$ cat src/include/pkt_proc_config.svh
// widths and depths for the packet processing stage
// buffer depth bounds the longest packet, 2**PP_BUF_ADDR_WIDTH words
// fifo depth exponent is only a default, input_fifo may override it

`ifndef PKT_PROC_CONFIG_SVH
`define PKT_PROC_CONFIG_SVH

// data lane, one network word
`define PP_DATA_WIDTH 64

// control lane, non-zero marks packet start or end
`define PP_CTRL_WIDTH 8

// packet buffer address, 256 words
`define PP_BUF_ADDR_WIDTH 8

// input fifo depth exponent, 4 entries
// nearly full leaves one slot for a word in flight
`define PP_FIFO_DEPTH_BITS 2

`endif

$ cat src/hw/pkt_proc_pkg.sv
// shared types for the packet stage
// a stored word keeps the control byte above the data word

`include "pkt_proc_config.svh"

package pkt_proc_pkg;

   // one lane each
   typedef logic [`PP_DATA_WIDTH-1:0] data_t;
   typedef logic [`PP_CTRL_WIDTH-1:0] ctrl_t;

   // fifo and buffer entry, {ctrl, data}
   typedef logic [`PP_CTRL_WIDTH+`PP_DATA_WIDTH-1:0] word_t;

   // buffer address, also an offset from packet start
   typedef logic [`PP_BUF_ADDR_WIDTH-1:0] buf_addr_t;

   // sequencer states
   typedef enum logic [1:0] {
      seek_header,
      store_payload,
      wait_proc,
      drain
   } seq_state_e;

endpackage

$ cat src/hw/input_fifo.sv
// fall-through fifo, head word visible before it is read
// nearly_full rises with one free entry left
// writer must honour nearly_full, reader must check empty

`timescale 1ns/100ps
`include "pkt_proc_config.svh"

module input_fifo #(
   parameter int depth_bits = `PP_FIFO_DEPTH_BITS
) (
   input  logic                clk,
   input  logic                reset,
   input  logic                wr_en,
   input  pkt_proc_pkg::word_t wr_word,
   input  logic                rd_en,
   output pkt_proc_pkg::word_t head_word,
   output logic                empty,
   output logic                nearly_full
);

   localparam int depth = 2 ** depth_bits;

   pkt_proc_pkg::word_t   store [depth];
   logic [depth_bits-1:0] wr_ptr;
   logic [depth_bits-1:0] rd_ptr;
   logic [depth_bits:0]   count;
   logic                  full;

   //////////////////////////////////////////////////////////////////////
   // storage
   //////////////////////////////////////////////////////////////////////

   // payload only, pointers carry the validity
   always_ff @(posedge clk) begin
      if (wr_en) begin
         store[wr_ptr] <= wr_word;
      end
   end

   // head is the oldest entry, no read latency
   assign head_word = store[rd_ptr];

   //////////////////////////////////////////////////////////////////////
   // pointers and fill level
   //////////////////////////////////////////////////////////////////////

   always_ff @(posedge clk) begin
      if (reset) begin
         wr_ptr <= '0;
         rd_ptr <= '0;
         count  <= '0;
      end else begin
         // pointers wrap on their own
         if (wr_en) begin
            wr_ptr <= wr_ptr + 1'b1;
         end
         if (rd_en) begin
            rd_ptr <= rd_ptr + 1'b1;
         end
         // simultaneous read and write keeps the level
         case ({wr_en, rd_en})
            2'b10:   count <= count + 1'b1;
            2'b01:   count <= count - 1'b1;
            default: count <= count;
         endcase
      end
   end

   assign empty       = (count == '0);
   assign full        = (count == (depth_bits+1)'(depth));
   assign nearly_full = (count >= (depth_bits+1)'(depth - 1));

   // overflow would silently drop a word
   a_no_write_full : assert property (@(posedge clk) disable iff (reset)
      wr_en |-> !full);

   // underflow would replay a stale head
   a_no_read_empty : assert property (@(posedge clk) disable iff (reset)
      rd_en |-> !empty);

endmodule

$ cat config.mk
export PLATFORM = sky130hd
export DESIGN_NAME = input_fifo
export DESIGN_NICKNAME = d
export VERILOG_FILES = /design/src/hw/pkt_proc_pkg.sv /design/src/hw/input_fifo.sv
export VERILOG_INCLUDE_DIRS = /design/src /design/src/include
export SDC_FILE = /design/constraint.sdc
export NUM_CORES = 1
export LEC_CHECK = 0
export BUFFER_PORTS_ARGS = -buffer_cell sky130_fd_sc_hd__buf_2
export CORE_UTILIZATION = 57
export DETAILED_ROUTE_END_ITERATION = 8
export PLACE_DENSITY = 0.76
export RECOVER_POWER = 50
export SLEW_MARGIN = 20
export SYNTH_ARGS = -nofsm -noshare
export SYNTH_HDL_FRONTEND = slang
export SYNTH_SLANG_ARGS = --single-unit
$ cat constraint.sdc
create_clock -name clk -period 3.5 [get_ports clk]
set_input_delay 0.875 -clock clk [delete_from_list [all_inputs] [get_ports clk]]
set_output_delay 0.875 -clock clk [all_outputs]
set_load 0.1 [all_outputs]
==> flow_metrics.env, run 1 <==
export IMPL_nets=680
export IMPL_grt_use_total_pct=19.6
export IMPL_hpwl_mm=11.3
export IMPL_drtAntennaViolNets=0
export IMPL_rows=50
export IMPL_cts_buffer_depth=3
export IMPL_synthesis_nets=505
export IMPL_yosys_warnings=0
export IMPL_crit_path_start_kind="register"
export IMPL_vdd_drop_max_mv=0.394
export IMPL_drive_gt1_share_pct=31.6
export IMPL_portBuffers=149
export IMPL_maxCapViolations=2
export IMPL_ys_seq_area_share_pct=81.0
export IMPL_synthFlopType="edfxtp_1"
export IMPL_grt_max_degree=54
export IMPL_pin_count=150
export IMPL_drt_wl_total_mm=18.5
export IMPL_synth_cell_types=22
export IMPL_cts_resized=0
export IMPL_cts_setup_buffers=0
export IMPL_clkSinkCount=297
export IMPL_cp_required_ns=2.62
export IMPL_critical_path_arrival_ns=2.33
export IMPL_fillers=1210
export IMPL_wl_met2_mm=9.80
export IMPL_dr_wl_met3_mm=1.11
export IMPL_clock_root_buffer="clkbuf_16"
export IMPL_outcome="finished with violations"
export IMPL_grt_pass1_vias=5317
export IMPL_fp_dieW_microns=140
export IMPL_worstMarginPinSlew_ns=1.60
export IMPL_clk_pin_slew_ns=0.06
export IMPL_multi_input_area_sq_um=1860
export IMPL_fin_total_pwr_mw=8.46
export IMPL_hold_buffers=0
export IMPL_dieArea_sq_um=19700
export IMPL_grt_pass1_wl_mm=29.0
export IMPL_pre_cts_ws_ns=0.784
export IMPL_cts_buffers=29
export IMPL_drc=0
export IMPL_hold_viol_final=0
export IMPL_num_vias=4812
export IMPL_viasPerCell=5.65
export IMPL_worstHoldPathType="reg2reg"
export IMPL_final_core_util_pct=67.7
export IMPL_p_per_area_nw_per_um2=669
export IMPL_top_layer_used="met4"
export IMPL_failed_checks="capacitance limit, slew limit"
export IMPL_slew_headroom_pct=-6.97
export IMPL_gp_congestion=0.699
export IMPL_avgSynthCellArea_sq_um=25.8
export IMPL_die_y_microns=140
export IMPL_wl_met1_mm=7.24
export IMPL_max_freq_mhz=312
export IMPL_synth_edf_count=288
export IMPL_cp_end_kind="output port"
export IMPL_worst_slack_ns=0.296
export IMPL_fin_crit_sh_pct=91.5
export IMPL_post_route_min_period_ns=3.20
export IMPL_synthCells=423
export IMPL_core_area_sq_um=18700
export IMPL_first_iter_violations=256
export IMPL_leakage_nw=4.12
export IMPL_drtPass1Iterations=4
export IMPL_ys_seq_elements=297
export IMPL_synthArstFlopShare_pct=0
export IMPL_htree_levels=1
export IMPL_setup_viol=0
export IMPL_area_delta_synth_final_pct=16.1
export IMPL_worstPathMaxFanout=20
export IMPL_cts_tree="yes"
export IMPL_slew_violations=52
export IMPL_antenna_cells=0
export IMPL_placed_cell_area_sq_um=11900
export IMPL_finalSetupTns_ns=0
export IMPL_clk_latency_ns=0.52
export IMPL_crit_type="reg2out"
export IMPL_antenna_found_initial=0
export IMPL_grt_overflow=0
export IMPL_syn_cell_area_sq_um=10900
export IMPL_wire_per_inst_microns=21.7
export IMPL_clock_skew_ns=0.0106
export IMPL_initial_utilization_pct=58.3
export IMPL_seq_area_sq_um=8840
export IMPL_finalInstanceArea_sq_um=12700
export IMPL_rsz0062_at_grt="no"
-- per-layer routing --
layer  vias to the layer above  GRT usage, %
li1                       2146             -
met1                      2496          24.3
met2                       141          35.3
met3                        29          4.44
met4                         0          4.80
met5                         -             0
-- synth_stat cells, types with 2 or more instances --
cell | number | area [sq um]
a21oi_1 | 2 | 10.0
dfxtp_1 | 9 | 180
buf_12 | 7 | 140
mux4_1 | 2 | 52.6
clkbuf_1 | 2 | 7.51
buf_2 | 7 | 35.0
edfxtp_1 | 288 | 8650
and2_1 | 4 | 25.0
mux4_2 | 70 | 1580
nor2_1 | 8 | 30.0
xor2_1 | 3 | 26.3
inv_1 | 6 | 22.5
ha_1 | 5 | 62.6
xnor2_1 | 2 | 17.5
-- metrics by stage --
| stage | hold slack, ns | cells |
|---|---|---|
| after floorplan | 0.471 | 423 |
| after global routing | 0.595 | 852 |
| after global placement | 0.482 | 801 |
| after CTS | 0.535 | 852 |
| after detailed placement | 0.533 | 801 |
| final | 0.558 | 852 |
-- cells by family after synthesis --
logic type | synth area share (%)
AOI/OAI and AO/OA | 0.207
adders and majority gates | 0.757
xor gates and xnor gates | 0.402
DFF | 81.0
and+or+nand+nor | 0.643
buffers and inverters | 1.99
muxes | 15.0
-- worst max-delay path, stage by stage (launching register included) --
cell	delay, ns
dfxtp_4	0.62
buf_12	0.25
mux4_1	0.59
buf_2	0.31
-- registers in the layout (all words and copies together) (netlist names), named ones only --
register,flops
count,3
rd_ptr,2
store,288
wr_ptr,2
-- power breakdown --
group          leakage [nW]  switching (mW)  total [mW]  internal, mW
clock                 0.400            1.18        2.69          1.51
sequential             2.72          0.0682        4.15          4.08
combinational          1.00            1.28        1.62         0.339
-- layout by cell type (no fill, tap or decap), types with 2 or more instances in the layout --
master,Yosys,final
a21oi_1,2,2
dfxtp_4,0,2
nor2_1,8,8
dfxtp_1,9,7
mux4_2,70,70
xnor2_1,2,2
and2_4,0,2
buf_2,7,75
clkinv_2,0,5
clkbuf_16,0,29
clkinv_1,0,9
clkbuf_1,2,82
ha_1,5,5
mux4_1,2,2
buf_12,7,7
buf_4,0,5
inv_1,6,6
edfxtp_1,288,288
xor2_1,3,3
-- area by class of cell --
class                           count  share of cell area (%)
Clock inverter                     14                   0.465
Inverter                            6                   0.178
Tap cell                          234                    2.31
Timing Repair Buffer              161                    6.56
Sequential cell                   297                    69.8
Clock buffer                       37                    5.97
Multi-Input combinational cell    103                    14.7
-- path summary, 6_finish.rpt --
| kind | from | end | slack, ns | cells after the start |
|---|---|---|---|---|
| setup / recovery | register | head_word[66] | 0.30 | 3 |
| setup reg to reg | wr_ptr[0]$_SDFFE_PP0P_ | store[2][56]$_DFFE_PP_ | 0.92 | 4 |
| hold reg to reg | rd_ptr[0]$_SDFFE_PP0P_ | register | 0.56 | 2 |
| hold / removal | rd_ptr[0]$_SDFFE_PP0P_ | register | 0.56 | 2 |
(Power assumes the default switching activity.)
==> run 2, diff against run 1 <==
--- a/config.mk
+++ b/config.mk
@@ -6,6 +6,7 @@
 export SDC_FILE = /design/constraint.sdc
 export NUM_CORES = 1
 export LEC_CHECK = 0
+export ABC_AREA = 1
 export BUFFER_PORTS_ARGS = -buffer_cell sky130_fd_sc_hd__buf_2
 export CORE_UTILIZATION = 57
 export DETAILED_ROUTE_END_ITERATION = 8
==> run 2 against run 1 <==
Net effect:
- the run still ends with capacitance limit, slew limit left
- design area up 14%
- register-to-register slack lost 0.14 ns
- first-iteration DRC count is 100% higher
- wire length is 25% higher
- worst setup slack got worse by 0.15 ns
- sequential cell count did not move
- sequential power is 1% lower
- largest cell class unchanged
- largest power group unchanged
- fmax fell by 4.5%
==> flow_metrics.env, run 2 <==
export IMPL_hpwl_mm=13.2
export IMPL_failed_checks="capacitance limit, slew limit"
export IMPL_hold_buffers=0
export IMPL_hold_viol_final=0
export IMPL_slew_headroom_pct=-48.3
export IMPL_rsz0062_at_grt="no"
export IMPL_dieArea_sq_um=20800
export IMPL_min_path_cells=1
export IMPL_outcome="finished with violations"
export IMPL_cp_end_kind="output port"
export IMPL_pin_count=150
export IMPL_seq_area_sq_um=8830
export IMPL_layout_commonest_cell="edfxtp_1"
export IMPL_cts_tree="yes"
export IMPL_finalInstanceArea_sq_um=14500
export IMPL_core_area_sq_um=19700
export IMPL_die_y_microns=144
export IMPL_synthesis_nets=836
export IMPL_synth_common_cells="288 x edfxtp_1, 141 x o21ai_0, 97 x nor2_1"
export IMPL_placed_cell_area_sq_um=13600
export IMPL_yosysMostFrequentCell="edfxtp_1"
export IMPL_grt_pass1_vias=6678
export IMPL_syn_cell_area_sq_um=11500
export IMPL_worstHoldPathType="reg2reg"
export IMPL_slew_violations=34
export IMPL_cts_buffer_depth=3
export IMPL_crit_type="reg2out"
export IMPL_avgSynthCellArea_sq_um=15.3
export IMPL_worstPathMaxFanout=62
export IMPL_cts_setup_buffers=0
export IMPL_gp_congestion=0.735
export IMPL_top_regs="store: 288 flops, count: 3 flops"
export IMPL_antenna_found_initial=0
export IMPL_ys_seq_area_share_pct=76.5
export IMPL_area_delta_synth_final_pct=25.3
export IMPL_worstMarginPinSlew_ns=2.23
export IMPL_grt_max_degree=77
export IMPL_max_freq_mhz=298
export IMPL_crit_path_start_kind="register"
export IMPL_htree_levels=1
export IMPL_initial_utilization_pct=58.7
export IMPL_maxCapViolations=1
export IMPL_clk_pin_slew_ns=0.06
export IMPL_cp_required_ns=2.62
export IMPL_drc=0
export IMPL_reg2reg_depth=4
export IMPL_drt_wl_total_mm=23.0
export IMPL_grt_overflow=0
export IMPL_clock_root_buffer="clkbuf_16"
export IMPL_drive_gt1_share_pct=26.1
export IMPL_largest_reg_flops=288
export IMPL_leakage_nw=4.90
export IMPL_post_route_min_period_ns=3.36
export IMPL_multi_input_area_sq_um=2350
export IMPL_clock_skew_ns=0.00742
export IMPL_netlist_top_cell_by_area="edfxtp_1"
export IMPL_yosys_area_top_type_share_pct=75.0
export IMPL_cts_resized=0
export IMPL_nets=983
export IMPL_top_register="store"
export IMPL_synthFlopType="edfxtp_1"
export IMPL_viasPerCell=5.64
export IMPL_clkSinkCount=297
export IMPL_final_cell_mix="288 x edfxtp_1, 141 x o21ai_0, 97 x nor2_1"
export IMPL_p_per_area_nw_per_um2=637
export IMPL_fillers=1261
export IMPL_synth_area_leaders="edfxtp_1 75%, o21ai_0 6.1%, o22ai_2 5.4%, nor2_1 3.2%, nor2_2 2.7%"
export IMPL_clk_latency_ns=0.53
export IMPL_first_iter_violations=520
export IMPL_grt_use_total_pct=22.6
export IMPL_vdd_drop_max_mv=0.532
export IMPL_fin_total_pwr_mw=9.21
export IMPL_synthCells=754
export IMPL_synth_edf_count=288
export IMPL_num_vias=6707
export IMPL_synthArstFlopShare_pct=0
export IMPL_drtAntennaViolNets=0
export IMPL_cts_buffers=28
export IMPL_r2r_slack_ns=0.78
export IMPL_synth_cell_types=24
export IMPL_yosys_warnings=0
export IMPL_grt_pass1_wl_mm=35.4
export IMPL_fin_crit_sh_pct=95.9
export IMPL_ys_seq_elements=297
export IMPL_finalSetupTns_ns=0
export IMPL_drtPass1Iterations=5
export IMPL_portBuffers=149
export IMPL_critical_path_arrival_ns=2.48
export IMPL_rows=51
export IMPL_worst_slack_ns=0.144
export IMPL_wire_per_inst_microns=19.4
export IMPL_fp_dieW_microns=144
export IMPL_setup_viol=0
export IMPL_pre_cts_ws_ns=0.692
-- run 2: final cells by class --
| class | instances | share of cell area, % |
|---|---|---|
| clock buffers | 33 | 5.12 |
| well taps | 265 | 2.29 |
| flip-flops and latches | 297 | 61.1 |
| inverters | 18 | 0.554 |
| clock inverters | 19 | 1.52 |
| multi-input cells | 393 | 16.3 |
| diodes | 1 | 0.0173 |
| repair buffers | 163 | 13.1 |
-- run 2: final timing paths --
path                          startpoint                endpoint
setup reg to reg  wr_ptr[1]$_SDFFE_PP0P_  store[3][12]$_DFFE_PP_
hold / removal    rd_ptr[1]$_SDFFE_PP0P_                register
hold reg to reg   rd_ptr[1]$_SDFFE_PP0P_                register
setup / recovery                register           head_word[51]
-- run 2: per-stage QoR --
stage / utilization [%] / std cells / hold WS, ns
global placement: 69.2 / 1136 / 0.424
floorplan: - / 754 / 0.412
global route: 73.6 / 1188 / 0.485
CTS: 74.1 / 1188 / 0.452
detailed placement: 69.2 / 1136 / 0.430
finish: 73.6 / 1189 / 0.451
-- run 2: worst max-delay path: stages (launching register included) --
cell and delay, ns:
dfxtp_2 0.51, inv_4 0.57, o21ai_0 0.21, o22ai_1 0.40
buf_12 0.24
-- run 2: where the power goes --
part / internal, mW / switching, mW / total (mW)
sequential: 4.06 / 0.0501 / 4.11
clock: 1.88 / 1.23 / 3.11
combinational: 0.606 / 1.38 / 1.99
total: 6.54 / 2.66 / 9.21
-- run 2: cells by family (layout without fill, tap and decap cells) --
| logic type | Yosys count | count (layout) | synth area share, % |
|---|---|---|---|
| other | 0 | 1 | 0 |
| flip-flops | 297 | 297 | 76.5 |
| buffers and inverters | 64 | 233 | 3.09 |
| adder cells (fa/ha/maj) | 6 | 6 | 0.716 |
| AO/OA/AOI/OAI | 228 | 228 | 13.4 |
| AND/OR/NAND/NOR | 159 | 159 | 6.30 |
-- run 2: per-layer routing --
layer / vias to the layer above / GRT usage (%) / share of wire, %
met1: 3269 / 28.4 / 38
met3: 42 / 5.63 / 8.8
met4: 0 / 7.09 / 1.8
li1: 3130 / - / -
met2: 266 / 38.6 / 51
met5: - / 0 / 0
==> run 3, diff against run 2 <==
==> constraint.sdc (replaced) <==
create_clock -name clk -period 3.73 [get_ports clk]
set_input_delay 0.9325 -clock clk [delete_from_list [all_inputs] [get_ports clk]]
set_output_delay 0.9325 -clock clk [all_outputs]
set_load 0.1 [all_outputs]
==> run 3 against run 2 <==
Net effect:
- the run still ends with capacitance limit, slew limit left
- sequential share of layout area increased by 4.9 points
- worst hold slack better by 0.0028 ns
- utilization decreased by 5.4 points
- clock power fell by 15%
- wire length decreased by 2.1%
- via count shrank 0.86%
- critical path type unchanged
- critical endpoint is now head_word[39]
==> flow_metrics.env, run 3 (synthesis gave the netlist of run 2 again) <==
export IMPL_pre_cts_ws_ns=0.983
export IMPL_top_regs="store: 288 flops, count: 3 flops"
export IMPL_endpoint="head_word[39]"
export IMPL_cp_required_ns=2.80
export IMPL_crit_path_start_kind="register"
export IMPL_cts_buffers=29
export IMPL_hpwl_mm=12.6
export IMPL_dieArea_sq_um=20800
export IMPL_initial_utilization_pct=58.7
export IMPL_leakage_nw=4.50
export IMPL_grt_use_total_pct=21.7
export IMPL_wire_per_inst_microns=18.9
export IMPL_drt_wl_total_mm=22.5
export IMPL_layout_commonest_cell="edfxtp_1"
export IMPL_rows=51
export IMPL_cp_end_kind="output port"
export IMPL_drc=0
export IMPL_finalSetupTns_ns=0
export IMPL_grt_overflow=0
export IMPL_fillers=1397
export IMPL_clock_root_buffer="clkbuf_16"
export IMPL_fin_crit_sh_pct=88.7
export IMPL_antenna_found_initial=0
export IMPL_r2r_slack_ns=1.08
export IMPL_multi_input_area_sq_um=2350
export IMPL_grt_pass1_wl_mm=34.0
export IMPL_reg2reg_to="store[3][3]$_DFFE_PP_"
export IMPL_clkSinkCount=297
export IMPL_drive_gt1_share_pct=25.6
export IMPL_stdcell_count=1190
export IMPL_grt_pass1_vias=6690
export IMPL_setup_viol=0
export IMPL_grt_max_degree=145
export IMPL_pin_count=150
export IMPL_viasPerCell=5.59
export IMPL_nets=985
export IMPL_antenna_cells=0
export IMPL_slew_violations=32
export IMPL_worstHoldPathType="reg2reg"
export IMPL_outcome="finished with violations"
export IMPL_hold_viol_final=0
export IMPL_cts_setup_buffers=0
export IMPL_worstMarginPinSlew_ns=1.99
export IMPL_first_iter_violations=364
export IMPL_worst_slack_ns=0.422
export IMPL_drtAntennaViolNets=0
export IMPL_cts_buffer_depth=3
export IMPL_worstPathMaxFanout=30
export IMPL_post_route_min_period_ns=3.31
export IMPL_rsz0062_at_grt="no"
export IMPL_clk_latency_ns=0.53
export IMPL_cts_tree="yes"
export IMPL_crit_type="reg2out"
export IMPL_reg2reg_depth=4
export IMPL_cts_resized=0
export IMPL_area_delta_synth_final_pct=16.1
export IMPL_die_y_microns=144
export IMPL_gp_congestion=0.707
export IMPL_timing_rr_start="wr_ptr[0]$_SDFFE_PP0P_"
export IMPL_clk_pin_slew_ns=0.06
export IMPL_core_area_sq_um=19700
export IMPL_maxCapViolations=1
export IMPL_drtPass1Iterations=4
export IMPL_hold_buffers=0
export IMPL_seq_area_sq_um=8830
export IMPL_failed_checks="capacitance limit, slew limit"
export IMPL_dp_cells=1137
export IMPL_largest_reg_flops=288
export IMPL_final_cell_mix="288 x edfxtp_1, 141 x o21ai_0, 97 x nor2_1"
export IMPL_max_freq_mhz=302
export IMPL_slew_headroom_pct=-32.6
export IMPL_p_per_area_nw_per_um2=597
export IMPL_num_vias=6649
export IMPL_clock_skew_ns=0.00644
export IMPL_top_register="store"
export IMPL_vdd_drop_max_mv=0.438
export IMPL_fp_dieW_microns=144
export IMPL_critical_path_arrival_ns=2.38
export IMPL_portBuffers=149
export IMPL_htree_levels=1
==> run 3: cell count changes in the layout (fill, tap and decap cells not counted), moves of 2 or more <==
cell	before	now
bufinv_16	5	1
clkbuf_1	78	83
buf_2	4	69
buf_12	77	13
clkinv_2	9	11
==> run 3: critical path, cell delays in order, from the launching register on <==
cell,delay [ns]
dfxtp_2,0.57
buf_4,0.41
o21ai_0,0.20
o22ai_2,0.19
buf_2,0.45
==> run 3: cell type report <==
class                           instances  area share [%]
Inverter                               18           0.598
Timing Repair Buffer                  164            7.01
Sequential cell                       297            65.9
Clock buffer                           37            5.64
Multi-Input combinational cell        393            17.6
Tap cell                              265            2.48
Clock inverter                         16           0.757
==> run 3: where the power goes <==
| part | internal, mW | leakage (nW) | total, mW | switching (mW) |
|---|---|---|---|---|
| Combinational | 0.268 | 1.36 | 1.51 | 1.24 |
| Sequential | 3.81 | 2.72 | 3.85 | 0.0381 |
| Clock | 1.49 | 0.424 | 2.63 | 1.14 |
| Total | 5.57 | 4.50 | 7.99 | 2.42 |
==> run 3: how the worst min path moves through the flow <==
stage                                       from  cells after the start  slack [ns]  endpoint
final                     rd_ptr[1]$_SDFFE_PP0P_                      1        0.45  register
after global routing      rd_ptr[1]$_SDFFE_PP0P_                      1        0.48  register
after CTS                 rd_ptr[1]$_SDFFE_PP0P_                      1        0.45  register
after detailed placement  rd_ptr[1]$_SDFFE_PP0P_                      1        0.44  register
after global placement    rd_ptr[1]$_SDFFE_PP0P_                      1        0.44  register
after floorplan           rd_ptr[1]$_SDFFE_PP0P_                      1        0.41  register
==> run 3: layer usage <==
| layer | vias up | GRT usage [%] | part of all wire, % |
|---|---|---|---|
| li1 | 3135 | - | - |
| met1 | 3266 | 26.9 | 41 |
| met2 | 208 | 37.1 | 49 |
| met3 | 40 | 5.99 | 7.4 |
| met4 | 0 | 7.04 | 2.1 |
| met5 | - | 0 | 0 |
==> run 3: metrics by stage <==
| step | util (%) | hold WS [ns] | cell area, sq um | total power, mW |
|---|---|---|---|---|
| after floorplan | - | 0.412 | 11500 | 5.13 |
| after global placement | 64.3 | 0.437 | 12600 | 5.43 |
| after detailed placement | 64.3 | 0.438 | 12600 | 5.45 |
| after CTS | 68.6 | 0.449 | 13500 | 8.06 |
| after global routing | 68.2 | 0.481 | 13400 | 8.24 |
| final | 68.2 | 0.454 | 13400 | 7.99 |
