**config.mk**
```make
export PLATFORM = sky130hd
export DESIGN_NAME = packet_sequencer
export DESIGN_NICKNAME = d
export VERILOG_FILES = /design/src/hw/pkt_proc_pkg.sv /design/src/hw/packet_sequencer.sv
export VERILOG_INCLUDE_DIRS = /design/src /design/src/include
export SDC_FILE = /design/constraint.sdc
export NUM_CORES = 1
export LEC_CHECK = 0
export ABC_AREA = 1
export BUFFER_PORTS_ARGS = -buffer_cell sky130_fd_sc_hd__buf_2
export CAP_MARGIN = 20
export CORE_AREA = 2 2 181 183
export DETAILED_ROUTE_END_ITERATION = 8
export DIE_AREA = 0 0 183 185
export HOLD_SLACK_MARGIN = 0.06
export PLACE_DENSITY = 0.44
export RECOVER_POWER = 50
export REMOVE_ABC_BUFFERS = 1
export SETUP_SLACK_MARGIN = 0.1
export SLEW_MARGIN = 20
export SYNTH_ARGS = -nofsm -noshare
export SYNTH_HDL_FRONTEND = slang
export SYNTH_SLANG_ARGS = --single-unit
```
**constraint.sdc**
```tcl
create_clock -name clk -period 3.9 [get_ports clk]
set_input_delay 0.195 -clock clk [delete_from_list [all_inputs] [get_ports clk]]
set_output_delay 0.195 -clock clk [all_outputs]
set_load 0.1 [all_outputs]
```
**src/include/pkt_proc_config.svh**
```systemverilog
// widths and depths for the packet processing stage
// buffer depth bounds the longest packet, 2**PP_BUF_ADDR_WIDTH words
// fifo depth exponent is only a default, input_fifo may override it

`ifndef PKT_PROC_CONFIG_SVH
`define PKT_PROC_CONFIG_SVH

// data lane, one network word
`define PP_DATA_WIDTH 64

// control lane, non-zero marks packet start or end
`define PP_CTRL_WIDTH 8

// packet buffer address, 256 words
`define PP_BUF_ADDR_WIDTH 8

// input fifo depth exponent, 4 entries
// nearly full leaves one slot for a word in flight
`define PP_FIFO_DEPTH_BITS 2

`endif

```
**src/hw/pkt_proc_pkg.sv**
```systemverilog
// shared types for the packet stage
// a stored word keeps the control byte above the data word

`include "pkt_proc_config.svh"

package pkt_proc_pkg;

   // one lane each
   typedef logic [`PP_DATA_WIDTH-1:0] data_t;
   typedef logic [`PP_CTRL_WIDTH-1:0] ctrl_t;

   // fifo and buffer entry, {ctrl, data}
   typedef logic [`PP_CTRL_WIDTH+`PP_DATA_WIDTH-1:0] word_t;

   // buffer address, also an offset from packet start
   typedef logic [`PP_BUF_ADDR_WIDTH-1:0] buf_addr_t;

   // sequencer states
   typedef enum logic [1:0] {
      seek_header,
      store_payload,
      wait_proc,
      drain
   } seq_state_e;

endpackage

```
**src/hw/packet_sequencer.sv**
```systemverilog
// packet fsm, buffer pointers and port arbitration
// packets longer than the buffer are not supported
// buffer is empty between packets, rd_ptr marks the packet start
// processor may touch the buffer only while proc_req high and proc_ack low

`timescale 1ns/100ps
`include "pkt_proc_config.svh"

module packet_sequencer (
   input  logic                    clk,
   input  logic                    reset,
   // input fifo
   input  pkt_proc_pkg::word_t     head_word,
   input  logic                    fifo_empty,
   output logic                    fifo_rd,
   output logic                    accept_en,
   // packet buffer
   output logic                    buf_wr_en,
   output pkt_proc_pkg::buf_addr_t buf_wr_addr,
   output pkt_proc_pkg::word_t     buf_wr_word,
   output pkt_proc_pkg::buf_addr_t buf_rd_addr,
   input  pkt_proc_pkg::word_t     buf_rd_word,
   // downstream
   output pkt_proc_pkg::data_t     out_data,
   output pkt_proc_pkg::ctrl_t     out_ctrl,
   output logic                    out_wr,
   input  logic                    out_rdy,
   // external processor
   output logic                    proc_req,
   input  logic                    proc_ack,
   input  logic                    proc_wr_en,
   input  pkt_proc_pkg::buf_addr_t proc_addr,
   input  pkt_proc_pkg::word_t     proc_wdata,
   output pkt_proc_pkg::word_t     proc_rdata
);

   pkt_proc_pkg::seq_state_e state;
   pkt_proc_pkg::seq_state_e state_next;
   pkt_proc_pkg::buf_addr_t  wr_ptr;
   pkt_proc_pkg::buf_addr_t  rd_ptr;
   pkt_proc_pkg::buf_addr_t  proc_buf_addr;
   logic                     head_is_ctrl;
   logic                     store_word;
   logic                     eop_stored;
   logic                     proc_owns;
   logic                     req_set;
   logic                     req_clr;
   logic                     drain_rd;
   logic                     drain_done;

   // start or end marker on the head word
   assign head_is_ctrl = (head_word[`PP_DATA_WIDTH +: `PP_CTRL_WIDTH] != '0);

   //////////////////////////////////////////////////////////////////////
   // state machine
   //////////////////////////////////////////////////////////////////////

   always_comb begin
      state_next = state;
      fifo_rd    = 1'b0;
      store_word = 1'b0;
      case (state)
         pkt_proc_pkg::seek_header: begin
            // junk before a start is popped and dropped
            if (!fifo_empty) begin
               fifo_rd = 1'b1;
               if (head_is_ctrl) begin
                  store_word = 1'b1;
                  state_next = pkt_proc_pkg::store_payload;
               end
            end
         end
         pkt_proc_pkg::store_payload: begin
            // every word stored, the next marker closes the packet
            if (!fifo_empty) begin
               fifo_rd    = 1'b1;
               store_word = 1'b1;
               if (head_is_ctrl) begin
                  state_next = pkt_proc_pkg::wait_proc;
               end
            end
         end
         pkt_proc_pkg::wait_proc: begin
            if (req_clr) begin
               state_next = pkt_proc_pkg::drain;
            end
         end
         pkt_proc_pkg::drain: begin
            if (drain_done) begin
               state_next = pkt_proc_pkg::seek_header;
            end
         end
         default: state_next = pkt_proc_pkg::seek_header;
      endcase
   end

   always_ff @(posedge clk) begin
      if (reset) begin
         state <= pkt_proc_pkg::seek_header;
      end else begin
         state <= state_next;
      end
   end

   // upstream held off while the packet is out of our hands
   assign accept_en = (state != pkt_proc_pkg::wait_proc) && (state != pkt_proc_pkg::drain);

   //////////////////////////////////////////////////////////////////////
   // processor handshake, four phase
   //////////////////////////////////////////////////////////////////////

   assign eop_stored = store_word && head_is_ctrl && (state == pkt_proc_pkg::store_payload);

   // raise right after the end word, or later once ack is back low
   assign req_set = !proc_req && !proc_ack
                    && (eop_stored || state == pkt_proc_pkg::wait_proc);
   assign req_clr = proc_req && proc_ack && (state == pkt_proc_pkg::wait_proc);

   always_ff @(posedge clk) begin
      if (reset) begin
         proc_req <= 1'b0;
      end else if (req_set) begin
         proc_req <= 1'b1;
      end else if (req_clr) begin
         proc_req <= 1'b0;
      end
   end

   // processor window
   assign proc_owns = (state == pkt_proc_pkg::wait_proc) && proc_req && !proc_ack;

   // offsets are relative to the packet start
   assign proc_buf_addr = pkt_proc_pkg::buf_addr_t'(rd_ptr + proc_addr);

   //////////////////////////////////////////////////////////////////////
   // pointers and drain
   //////////////////////////////////////////////////////////////////////

   // one read per ready cycle while words remain
   assign drain_rd   = (state == pkt_proc_pkg::drain) && out_rdy && (rd_ptr != wr_ptr);
   assign drain_done = (rd_ptr == wr_ptr);

   always_ff @(posedge clk) begin
      if (reset) begin
         wr_ptr <= '0;
         rd_ptr <= '0;
         out_wr <= 1'b0;
      end else begin
         if (store_word) begin
            wr_ptr <= wr_ptr + 1'b1;
         end
         if (drain_rd) begin
            rd_ptr <= rd_ptr + 1'b1;
         end
         // lines up with the registered buffer read
         out_wr <= drain_rd;
      end
   end

   //////////////////////////////////////////////////////////////////////
   // buffer port arbitration
   //////////////////////////////////////////////////////////////////////

   // store path in the input states, processor path in its window
   assign buf_wr_en   = store_word || (proc_owns && proc_wr_en);
   assign buf_wr_addr = proc_owns ? proc_buf_addr : wr_ptr;
   assign buf_wr_word = proc_owns ? proc_wdata : head_word;
   assign buf_rd_addr = proc_owns ? proc_buf_addr : rd_ptr;

   // read data shared by processor and output
   assign proc_rdata = buf_rd_word;
   assign out_data   = buf_rd_word[`PP_DATA_WIDTH-1:0];
   assign out_ctrl   = buf_rd_word[`PP_DATA_WIDTH +: `PP_CTRL_WIDTH];

   //////////////////////////////////////////////////////////////////////
   // checks
   //////////////////////////////////////////////////////////////////////

   // a new request waits for the previous ack to clear
   a_req_after_ack_low : assert property (@(posedge clk) disable iff (reset)
      (!proc_req && proc_ack) |=> !proc_req);

   // output words come only from a drain
   a_out_wr_in_drain : assert property (@(posedge clk) disable iff (reset)
      out_wr |-> (state == pkt_proc_pkg::drain || $past(state) == pkt_proc_pkg::drain));

   // nothing overwrites a packet that is leaving
   a_no_write_in_drain : assert property (@(posedge clk) disable iff (reset)
      (state == pkt_proc_pkg::drain) |-> !buf_wr_en);

endmodule

```
==> results of run 1 <==
## kinds of logic after synthesis
family	count (synthesis)	share of synthesized area [%]
AOI/OAI and AO/OA	53	8.10
buffers and inverters	209	36.9
DFF	20	10.8
adders and majority gates	15	5.28
and+or+nand+nor	321	35.4
xor gates and xnor gates	15	3.56
## layout make-up
class | count | area share (%)
Clock buffer | 3 | 1.70
Inverter | 42 | 3.56
Timing Repair Buffer | 252 | 28.6
Sequential cell | 20 | 9.05
Tap cell | 408 | 11.5
Antenna cell | 33 | 1.87
Multi-Input combinational cell | 404 | 43.7
## where the power goes
part	switching, mW	internal [mW]	leakage, nW
Clock	0.0808	0.136	0.0372
Sequential	0.0214	0.225	0.162
Combinational	0.932	0.209	2.24
Total	1.03	0.569	2.44
## sequential cells by signal (all words and copies together), names as in the netlist
register / count
wr_ptr: 8
rd_ptr: 8
state: 2
proc_req: 1
out_wr: 1
## per-layer routing
metal	vias to the layer above	track usage (%)	part of all wire, %
met3	57	31.2	28
met5	-	9.04	1.3
met4	30	6.78	4.2
met2	432	33.7	42
met1	1770	13.7	25
li1	2022	-	-
## synthesized netlist by cell type (2+ instances only)
master,instances,area (µm²)
clkbuf_1,11,41.3
nor3_2,3,30.0
ha_1,14,175
o21ai_2,2,17.5
inv_1,37,139
nand4_1,5,31.3
o21ai_0,28,140
nand2_4,2,22.5
nor3_1,4,20.0
a21oi_2,5,43.8
xor2_1,7,61.3
inv_2,5,18.8
dfxtp_1,20,400
buf_2,10,50.1
a21oi_1,14,70.1
buf_4,144,1080
nand3_1,14,70.1
o21bai_1,2,15.0
nor2_1,14,52.6
nand2_1,272,1020
nand2_2,3,18.8
xnor2_1,8,70.1
## how the worst max path moves through the flow
stage	startpoint	end	slack [ps]	depth (start not counted)
6_report	state[0]$_SDFFE_PP0P_	buf_wr_addr[2]	900	8
5_1_grt	state[0]$_SDFFE_PP0P_	buf_wr_addr[2]	620	8
4_1_cts	state[0]$_SDFFE_PP0P_	buf_wr_addr[2]	860	8
3_5_place_dp	state[0]$_SDFFE_PP0P_	buf_wr_addr[2]	1150	8
3_3_place_gp	state[0]$_SDFFE_PP0P_	buf_wr_addr[2]	1190	8
2_1_floorplan	proc_req$_SDFFE_PP0P_	buf_rd_addr[1]	-1520	5
==> results.md, run 1 <==
- Worst Path Required: 3700 ps
- Worst min path class: in2reg
- CTS Sinks: 20
- Die ar.: 33900 µm²
- Placed insts: 1126
- Status: complete, no violations
- PostCTS Resize Cnt: 0
- Fin cells: 1162
- Leading cell type in the layout, fill and taps excluded: nand2_1
- Kind of critical path: reg2out
- Tmin final: 3000 ps
- Ys flop type: dfxtp_1
- Worst path bufs/invs: 4
- Setup tns final: 0 ps
- Number of global-route vias before repair: 3947
- EDFF count, synth: 0
- Worst-Margin Slew: 925 ps
- Largest net degree at the start of global routing: 95
- Post-placement cell area: 4270 µm²
- Die height: 185 µm
- Mapped cell area: 3690 µm²
- Post-route ant nets: 0
- Total power: 1.60 mW
- Dpl hpwl: 36600 µm
- Post-route setup slack: 903 ps
- Filler cells: 3808
- WL final: 38900 µm
- PD cells: 362 nW/µm²
- Clk buf depth: 2
- Setup Buffers After CTS: 0
- Nets: 968
- Initial core utilization: 11.5%
- Mapped Cells: 633
- Root Buffer: clkbuf_16
- Detailed-router iteration count before antenna repair: 6
- Worst R2R Start: state[1]$_SDFFE_PP0P_
- Die span in x: 183 µm
- Via count: 4311
- Sequential-to-total area share from yosys stat: 10.8%
- H-tree depth: 1
- Final hold slack: 272 ps
- CP delay by family, top: buffers and inverters
- RSZ-0062 raised after global routing: no
- Pre-CTS WS: 1150 ps
- Synth warn: 0
- Port bufs: 250
- Hold Buf Count CTS: 0
- Util after Layout: 13.8%
- First-pass GRT wire length: 45800 µm
- Final Cell Area: 4420 µm²
- R2R Path End: wr_ptr[3]$_SDFFE_PP0P_
- CTS Buf Count: 3
- Final-report setup violation count: 0
- Placer Congestion: 0.958
- Max_slew headroom: 38.3%
- Worst-Skew Late Latency: 260 ps
- Leak pwr: 2.44 nW
- Initial antenna violation count: 51
- Area of the multi-input gates: 1930 µm²
- Total GRT Usage: 21.9%
- Num ports: 467
- Hold Path Depth: 2
- Drt via density: 3.71
- Row count: 66
- Critical-path cell list: inv_1, ha_1, inv_2, nor3_4, buf_4, nand3_1, o21ai_0, buf_2
- Peak Freq: 334 MHz
- Netlist cell types: 31
- Routed length per instance: 33.5 µm
- Worst vdd ir: 118 µV
- Reg2reg setup slack: 2210 ps
- Starting DRT DRC Count: 176
- Synthesized flop and latch total: 20
- Reg2reg path depth: 8
- Drt drc: 0
- Hold Fails Final Rpt: 0
- P&R area growth vs syn: 19.8%
- Share of post-route cells with drive strength above 1: 38.7%
- Slowest cell on crit path: buf_4
- Worst path max stage delay: 730 ps
- Arrival @ worst endpoint: 2800 ps
- Max cap viols: 0
- Commonest non-fill, non-tap cells in the layout: 272 x nand2_1, 250 x buf_2, 37 x inv_1, 28 x o21ai_0, 20 x dfxtp_1
- Worst Hold Path EP: rd_ptr[6]$_SDFFE_PP0P_
- HP Start: reset
- Period utilization: 76.9%
- GR Overflow Total: 0
- Worst Setup Start Kind: flip-flop
- Critical Path End Type: output port
- Area of the core: 32000 µm²
- Final Max Slew Viols: 0
- Reg area: 400 µm²
- Synthesized area per cell: 5.83 µm²
- Clock Skew: 2.59 ps
- Critical path fanouts, max: 94
- Async set-reset flop share out of synthesis: 0%
- Clock-pin slew on the worst setup and hold paths: 60 ps
- CTS tree: done
Note: power is estimated with default switching activity, not from simulation.
==> run 2: changes to the inputs <==
- ABC_AREA: 1 -> 0
- CORE_AREA: 2 2 181 183 -> 2 2 183 185
- DIE_AREA: 0 0 183 185 -> 0 0 185 187
- clock period: 3.9 -> 2.77 ns (I/O delays scaled with it)
==> run 2 against run 1 <==
Net effect:
- cell area rose by 29%
- sequential power is 43% higher
- flip-flop and latch count unchanged
- hold slack gained 6.0 ps
- sequential share of layout area shrank 2.0 points
- core utilization up 3.6 points
- combinational power is 54% higher
- die area up 2.2%
- critical path type unchanged
- highest routed layer unchanged
==> results.md, run 2 <==
- Status: complete, no violations
- Die ar.: 34600 µm² (+2.2%)
- Drt drc: 0 (unchanged)
- Dpl hpwl: 26400 µm (-28%)
- Tmin final: 2540 ps
- Commonest cells in the netlist: 251 x nand2_1, 144 x buf_4, 27 x nor2_1
- Kind of critical path: reg2out
- Initial core utilization: 11.2% (-0.35 points)
- Total power: 2.52 mW (+57%)
- Leading cell type in the layout, fill and taps excluded: nand2_1
- Drt via density: 3.63 (-2.1%)
- Metal2 WL: 11300 µm (-31%)
- Async set-reset flop share out of synthesis: 0% (unchanged)
- Worst Setup Start Kind: flip-flop
- Placed insts: 1134 (+0.71%)
- Top routing layer used: met5
- Starting DRT DRC Count: 188 (+6.8%)
- Initial antenna violation count: 17 (-67%)
- Arrival @ worst endpoint: 2400 ps (-400 ps)
- Via count: 4178 (-3.1%)
- RSZ-0062 raised after global routing: no
- Leak pwr: 2.82 nW (+16%)
- Met3 wire length: 7260 µm (-33%)
- Total GRT Usage: 16.4% (-5.5 points)
- Worst min path class: in2out
- Largest net degree at the start of global routing: 52 (-45%)
- Root Buffer: clkbuf_16
- Peak Freq: 394 MHz
- First-pass GRT wire length: 37300 µm (-19%)
- CTS Sinks: 20 (unchanged)
- Synthesized area per cell: 6.17 µm² (+5.7%)
- Worst-Margin Slew: 536 ps (-389 ps)
- Worst-Skew Late Latency: 250 ps (about the same)
- Number of global-route vias before repair: 3856 (-2.3%)
- PD cells: 442 nW/µm² (+22%)
- Commonest non-fill, non-tap cells in the layout: 251 x nand2_1, 174 x buf_2, 80 x buf_12, 26 x nor2_1, 20 x dfxtp_1
- Synthesized flop and latch total: 20 (unchanged)
- Mapped Cells: 596 (-5.8%)
- Count leader, synth: nand2_1
- Clk buf depth: 2 (unchanged)
- WL final: 29800 µm (-23%)
- Netlist cell types: 45 (+45%)
- Nets: 936 (-3.3%)
- Worst vdd ir: 286 µV (+140%)
- Area of the core: 32900 µm² (+2.6%)
- CTS tree: done
- Placer Congestion: 0.784 (-18%)
- Synth warn: 0 (unchanged)
- H-tree depth: 1 (unchanged)
- Worst Path Required: 2630 ps (-1070 ps)
- Main area contributors after synthesis: buf_4 29%, nand2_1 26%, dfxtp_1 11%, ha_1 4.8%, xnor2_1 3.8%
- EDFF count, synth: 0 (unchanged)
- Detailed-router iteration count before antenna repair: 5 (-1)
- Clock Skew: 4.97 ps (+2.38 ps)
- Final Max Slew Viols: 0 (unchanged)
- Max_slew headroom: 63.4% (+25 points)
- Synth area leader: buf_4
- Clock-pin slew on the worst setup and hold paths: 70 ps (about the same)
- GR Overflow Total: 0 (unchanged)
- Fin cells: 1150 (-1.0%)
- Final-report setup violation count: 0 (unchanged)
- Critical Path End Type: output port
- Die span in x: 185 µm (+1.1%)
- Period utilization: 91.6%
- Max cap viols: 0 (unchanged)
- Sequential-to-total area share from yosys stat: 10.9% (+0.055 points)
- Hold Fails Final Rpt: 0 (unchanged)
- Port bufs: 250 (unchanged)
- Regs by FF count: rd_ptr x8, wr_ptr x8, state x2
- Share of post-route cells with drive strength above 1: 40.0% (+1.3 points)
- Row count: 67 (+1.5%)
- Setup Buffers After CTS: 0 (unchanged)
- Num ports: 467 (unchanged)
- Synth top area share: 29.4% (+0.15 points)
- P&R area growth vs syn: 55.4%
- Ys flop type: dfxtp_1
- Post-route ant nets: 0 (unchanged)
- Critical path fanouts, max: 18 (-81%)
- Routed length per instance: 25.9 µm (-23%)
- Mapped cell area: 3670 µm² (-0.51%)
- CTS Buf Count: 3 (unchanged)
- Met1 wire length: 10400 µm (+6.7%)
- Die height: 187 µm (+1.1%)
==> run 2: path summary, 6_finish.rpt <==
path,to,slack (ps),from,cells after the start
max,buf_wr_addr[4],230,state[0]$_SDFFE_PP0P_,8
min,out_data[24],280,buf_rd_word[24],0
max reg2reg,rd_ptr[7]$_SDFFE_PP0P_,730,wr_ptr[3]$_SDFFE_PP0P_,5
min reg2reg,state[1]$_SDFFE_PP0P_,510,state[1]$_SDFFE_PP0P_,2
==> run 2: final cells by class <==
cell class                 count  area (µm²)
sequential                    20         400
tap                          448         561
clock buffer                   3        75.1
multi-input combinational    393        2040
fill                        3745       27200
inverter                      12        45.0
antenna                       12        30.0
timing repair buffer         261        2520
clock inverter                 1        30.0
==> run 2: cell families after synthesis <==
group                      count (synthesis)  share of synthesized area, %
DFF                                       20                          10.9
xor gates and xnor gates                  24                          5.72
and+or+nand+nor                          311                          34.8
buffers and inverters                    183                          33.9
muxes                                      4                          1.12
adders and majority gates                 15                          5.31
AOI/OAI and AO/OA                         39                          8.24
==> run 2: timing repair <==
item | 4_1_cts | 5_1_grt
setup endpoints to repair | 0 | 1
hold buffers | 0 | 0
resized for setup | 0 | 1
==> run 2: routing by layer <==
metal / up-vias / track usage (%)
met5: - / 10.7
met4: 14 / 2.69
met3: 38 / 19.5
met2: 410 / 21.6
met1: 1778 / 15.9
li1: 1938 / -
==> run 2: report_power, final <==
group          internal, mW  total (mW)  switching, mW
registers             0.315       0.353         0.0374
clock network         0.287       0.412          0.125
logic                 0.546        1.76           1.21
total                  1.15        2.52           1.37
==> run 2: through the flow <==
step                cell area, µm²  setup slack [ps]  util, %  hold WS (ps)  setup TNS, ps
global placement              5570               413     16.9           278              0
CTS                           5670               111     17.3           278              0
floorplan                     2470             -3320        -           211        -170730
global route                  5680               102     17.3           278              0
finish                        5710               232     17.4           278              0
detailed placement            5570               396     16.9           278              0
==> run 2: critical path, stage by stage, from the launching register on <==
cell     delay [ps]
dfxtp_1         340
inv_1           110
ha_1            280
nand2_1         160
or2_4           360
buf_12          190
or3_1           400
nand2_1         120
buf_12          180
==> run 3: changes to the inputs <==
- clock period: 2.77 -> 2.5 ns (I/O delays scaled with it)
==> run 3 against run 2 <==
Net effect:
- die area did not move
- global-route usage increased by 0.79 points
- cell area up 5.2%
- flip-flop and latch count did not move
- worst setup slack got worse by 63 ps
- largest power group unchanged
- clock power grew 9.5%
- combinational power up 16%
==> results.md, run 3 (synthesis results as in run 2) <==
- Worst Path Required: 2380 ps (-250 ps)
- Worst path bufs/invs: 2 (-1)
- Tmin final: 2330 ps
- Arrival @ worst endpoint: 2210 ps (-190 ps)
- Initial antenna violation count: 16 (-1)
- Final-report setup violation count: 0 (unchanged)
- Critical path fanouts, max: 3 (-15)
- Critical-path cell list: ha_2, inv_2, fa_2, nor2b_1, o21a_1, o21a_1, or3_4, nand4_1, buf_12
- Starting DRT DRC Count: 226 (+20%)
- Detailed-router iteration count before antenna repair: 6 (+1)
- Worst path max stage delay: 380 ps (-20 ps)
- P&R area growth vs syn: 63.5%
- Num ports: 467 (unchanged)
- Critical Path End Type: output port
- Leak pwr: 2.94 nW (+4.4%)
- Hold Path Depth: 0 (unchanged)
- Clock-pin slew on the worst setup and hold paths: 60 ps (about the same)
- Total GRT Usage: 17.2% (+0.79 points)
- CTS tree: done
- Final Cell Area: 6010 µm² (+5.2%)
- Status: complete, no violations
- Share of post-route cells with drive strength above 1: 42.3% (+2.3 points)
- Leading cell type in the layout, fill and taps excluded: nand2_1
- Worst-Skew Late Latency: 260 ps (about the same)
- Number of global-route vias before repair: 4034 (+4.6%)
- Worst Setup Start Kind: flip-flop
- First-pass GRT wire length: 39100 µm (+4.9%)
- CP delay by family, top: simple AND/OR/NAND/NOR gates
- Dpl hpwl: 26600 µm (+0.84%)
- Die height: 187 µm (unchanged)
- Clk buf depth: 2 (unchanged)
- CTS Sinks: 20 (unchanged)
- Initial core utilization: 11.2% (unchanged)
- CTS Buf Count: 3 (unchanged)
- Placer Congestion: 0.784 (about the same)
- Slowest cell on crit path: or3_4
- Fin cells: 1159 (+0.78%)
- Clock Skew: 6.91 ps (+1.95 ps)
- Regs by FF count: rd_ptr x8, wr_ptr x8, state x2
- Levels on crit path: 9 (+1)
- Max_slew headroom: 63.8% (+0.43 points)
- Die ar.: 34600 µm² (unchanged)
- Largest net degree at the start of global routing: 45 (-13%)
- Drt via density: 3.66 (+0.67%)
- Routed length per instance: 26.7 µm (+3.0%)
- Hold Buf Count CTS: 0 (unchanged)
- Setup tns final: 0 ps (unchanged)
- Port bufs: 250 (unchanged)
- PD cells: 481 nW/µm² (+9.0%)
- Crit path top cell by count: o21a_1
- Commonest non-fill, non-tap cells in the layout: 250 x nand2_1, 161 x buf_2, 91 x buf_12, 26 x nor2_1, 21 x buf_4
- Peak Freq: 429 MHz
- Kind of critical path: reg2out
- WL final: 30900 µm (+3.8%)
- Nets: 951 (+1.6%)
- Sw Ratio: 53.6% (-0.89 points)
- Max cap viols: 0 (unchanged)
- RSZ-0062 raised after global routing: no
- GR Overflow Total: 0 (unchanged)
- Comb pwr share: 70.7% (+1.0 points)
- Reg2reg path depth: 6 (+1)
- Hold Fails Final Rpt: 0 (unchanged)
- Clock power frac: 15.6% (-0.7 points)
- Worst-Margin Slew: 529 ps (-6.31 ps)
- Worst min path class: in2out
- Switch Pwr: 1.55 mW (+13%)
- Post-placement cell area: 5780 µm² (+3.9%)
- Via count: 4239 (+1.5%)
- Final Max Slew Viols: 0 (unchanged)
- Row count: 67 (unchanged)
- Worst vdd ir: 291 µV (+2.1%)
- Internal power: 1.34 mW (+17%)
- H-tree depth: 1 (unchanged)
- Drt drc: 0 (unchanged)
- Seq pwr share: 13.7% (-0.3 points)
- Post-route ant nets: 0 (unchanged)
- Area of the core: 32900 µm² (unchanged)
- Period utilization: 93.2%
- Die span in x: 185 µm (unchanged)
- Placed insts: 1140 (+0.53%)
- Root Buffer: clkbuf_16
## run 3: layer usage
layer	up-vias	global-route usage (%)	wire length, µm	part of all wire, %
met5	-	10.6	460	1.5
met4	20	2.75	453	1.5
met3	35	18.6	6910	22
met2	401	23.0	11800	38
met1	1819	17.6	11300	37
li1	1964	-	-	-
## run 3: final cells by class
type	instances	area, µm²
Antenna cell	6	15.0
Clock buffer	3	75.1
Clock inverter	1	30.0
Fill cell	3750	26900
Inverter	12	45.0
Multi-Input combinational cell	394	2070
Sequential cell	20	400
Tap cell	448	561
Timing Repair Buffer	275	2810
## run 3: worst reg2reg max path, stage by stage, from the launching register on
cell and delay [ps]:
dfxtp_1 320, buf_4 160, xor2_1 180, nor4_4 490, a21oi_1 280, nand4_1 210, mux2_2 340
## run 3: final timing paths
| check | slack (ps) | to | startpoint |
|---|---|---|---|
| max | 170 | buf_rd_addr[6] | rd_ptr[0]$_SDFFE_PP0P_ |
| min | 250 | out_data[24] | buf_rd_word[24] |
| max reg2reg | 390 | rd_ptr[7]$_SDFFE_PP0P_ | rd_ptr[3]$_SDFFE_PP0P_ |
| min reg2reg | 540 | state[1]$_SDFFE_PP0P_ | state[1]$_SDFFE_PP0P_ |
## run 3: repair_timing
item	in CTS	in global routing
gates resized for setup	4	6
setup buffers	6	2
pin swaps	2	3
endpoints found under the setup margin	64	55
cloned	1	0
## run 3: metrics by stage
stage	utilization, %	setup WS [ps]	total power [mW]	hold slack, ps
final	18.3	170	2.89	251
after global routing	18.2	89.3	3.02	251
after CTS	18.1	106	2.91	251
after detailed placement	17.6	278	2.43	251
after global placement	17.6	303	2.42	251
after floorplan	-	-3570	1.65	197
## run 3: power by group through the flow
stage | logic (mW) | registers (mW) | clock network, mW
after CTS | 2.05 | 0.391 | 0.469
after floorplan | 1.24 | 0.415 | 0
after global placement | 2.03 | 0.395 | 0
after global routing | 2.14 | 0.400 | 0.477
final | 2.05 | 0.395 | 0.451
after detailed placement | 2.03 | 0.398 | 0
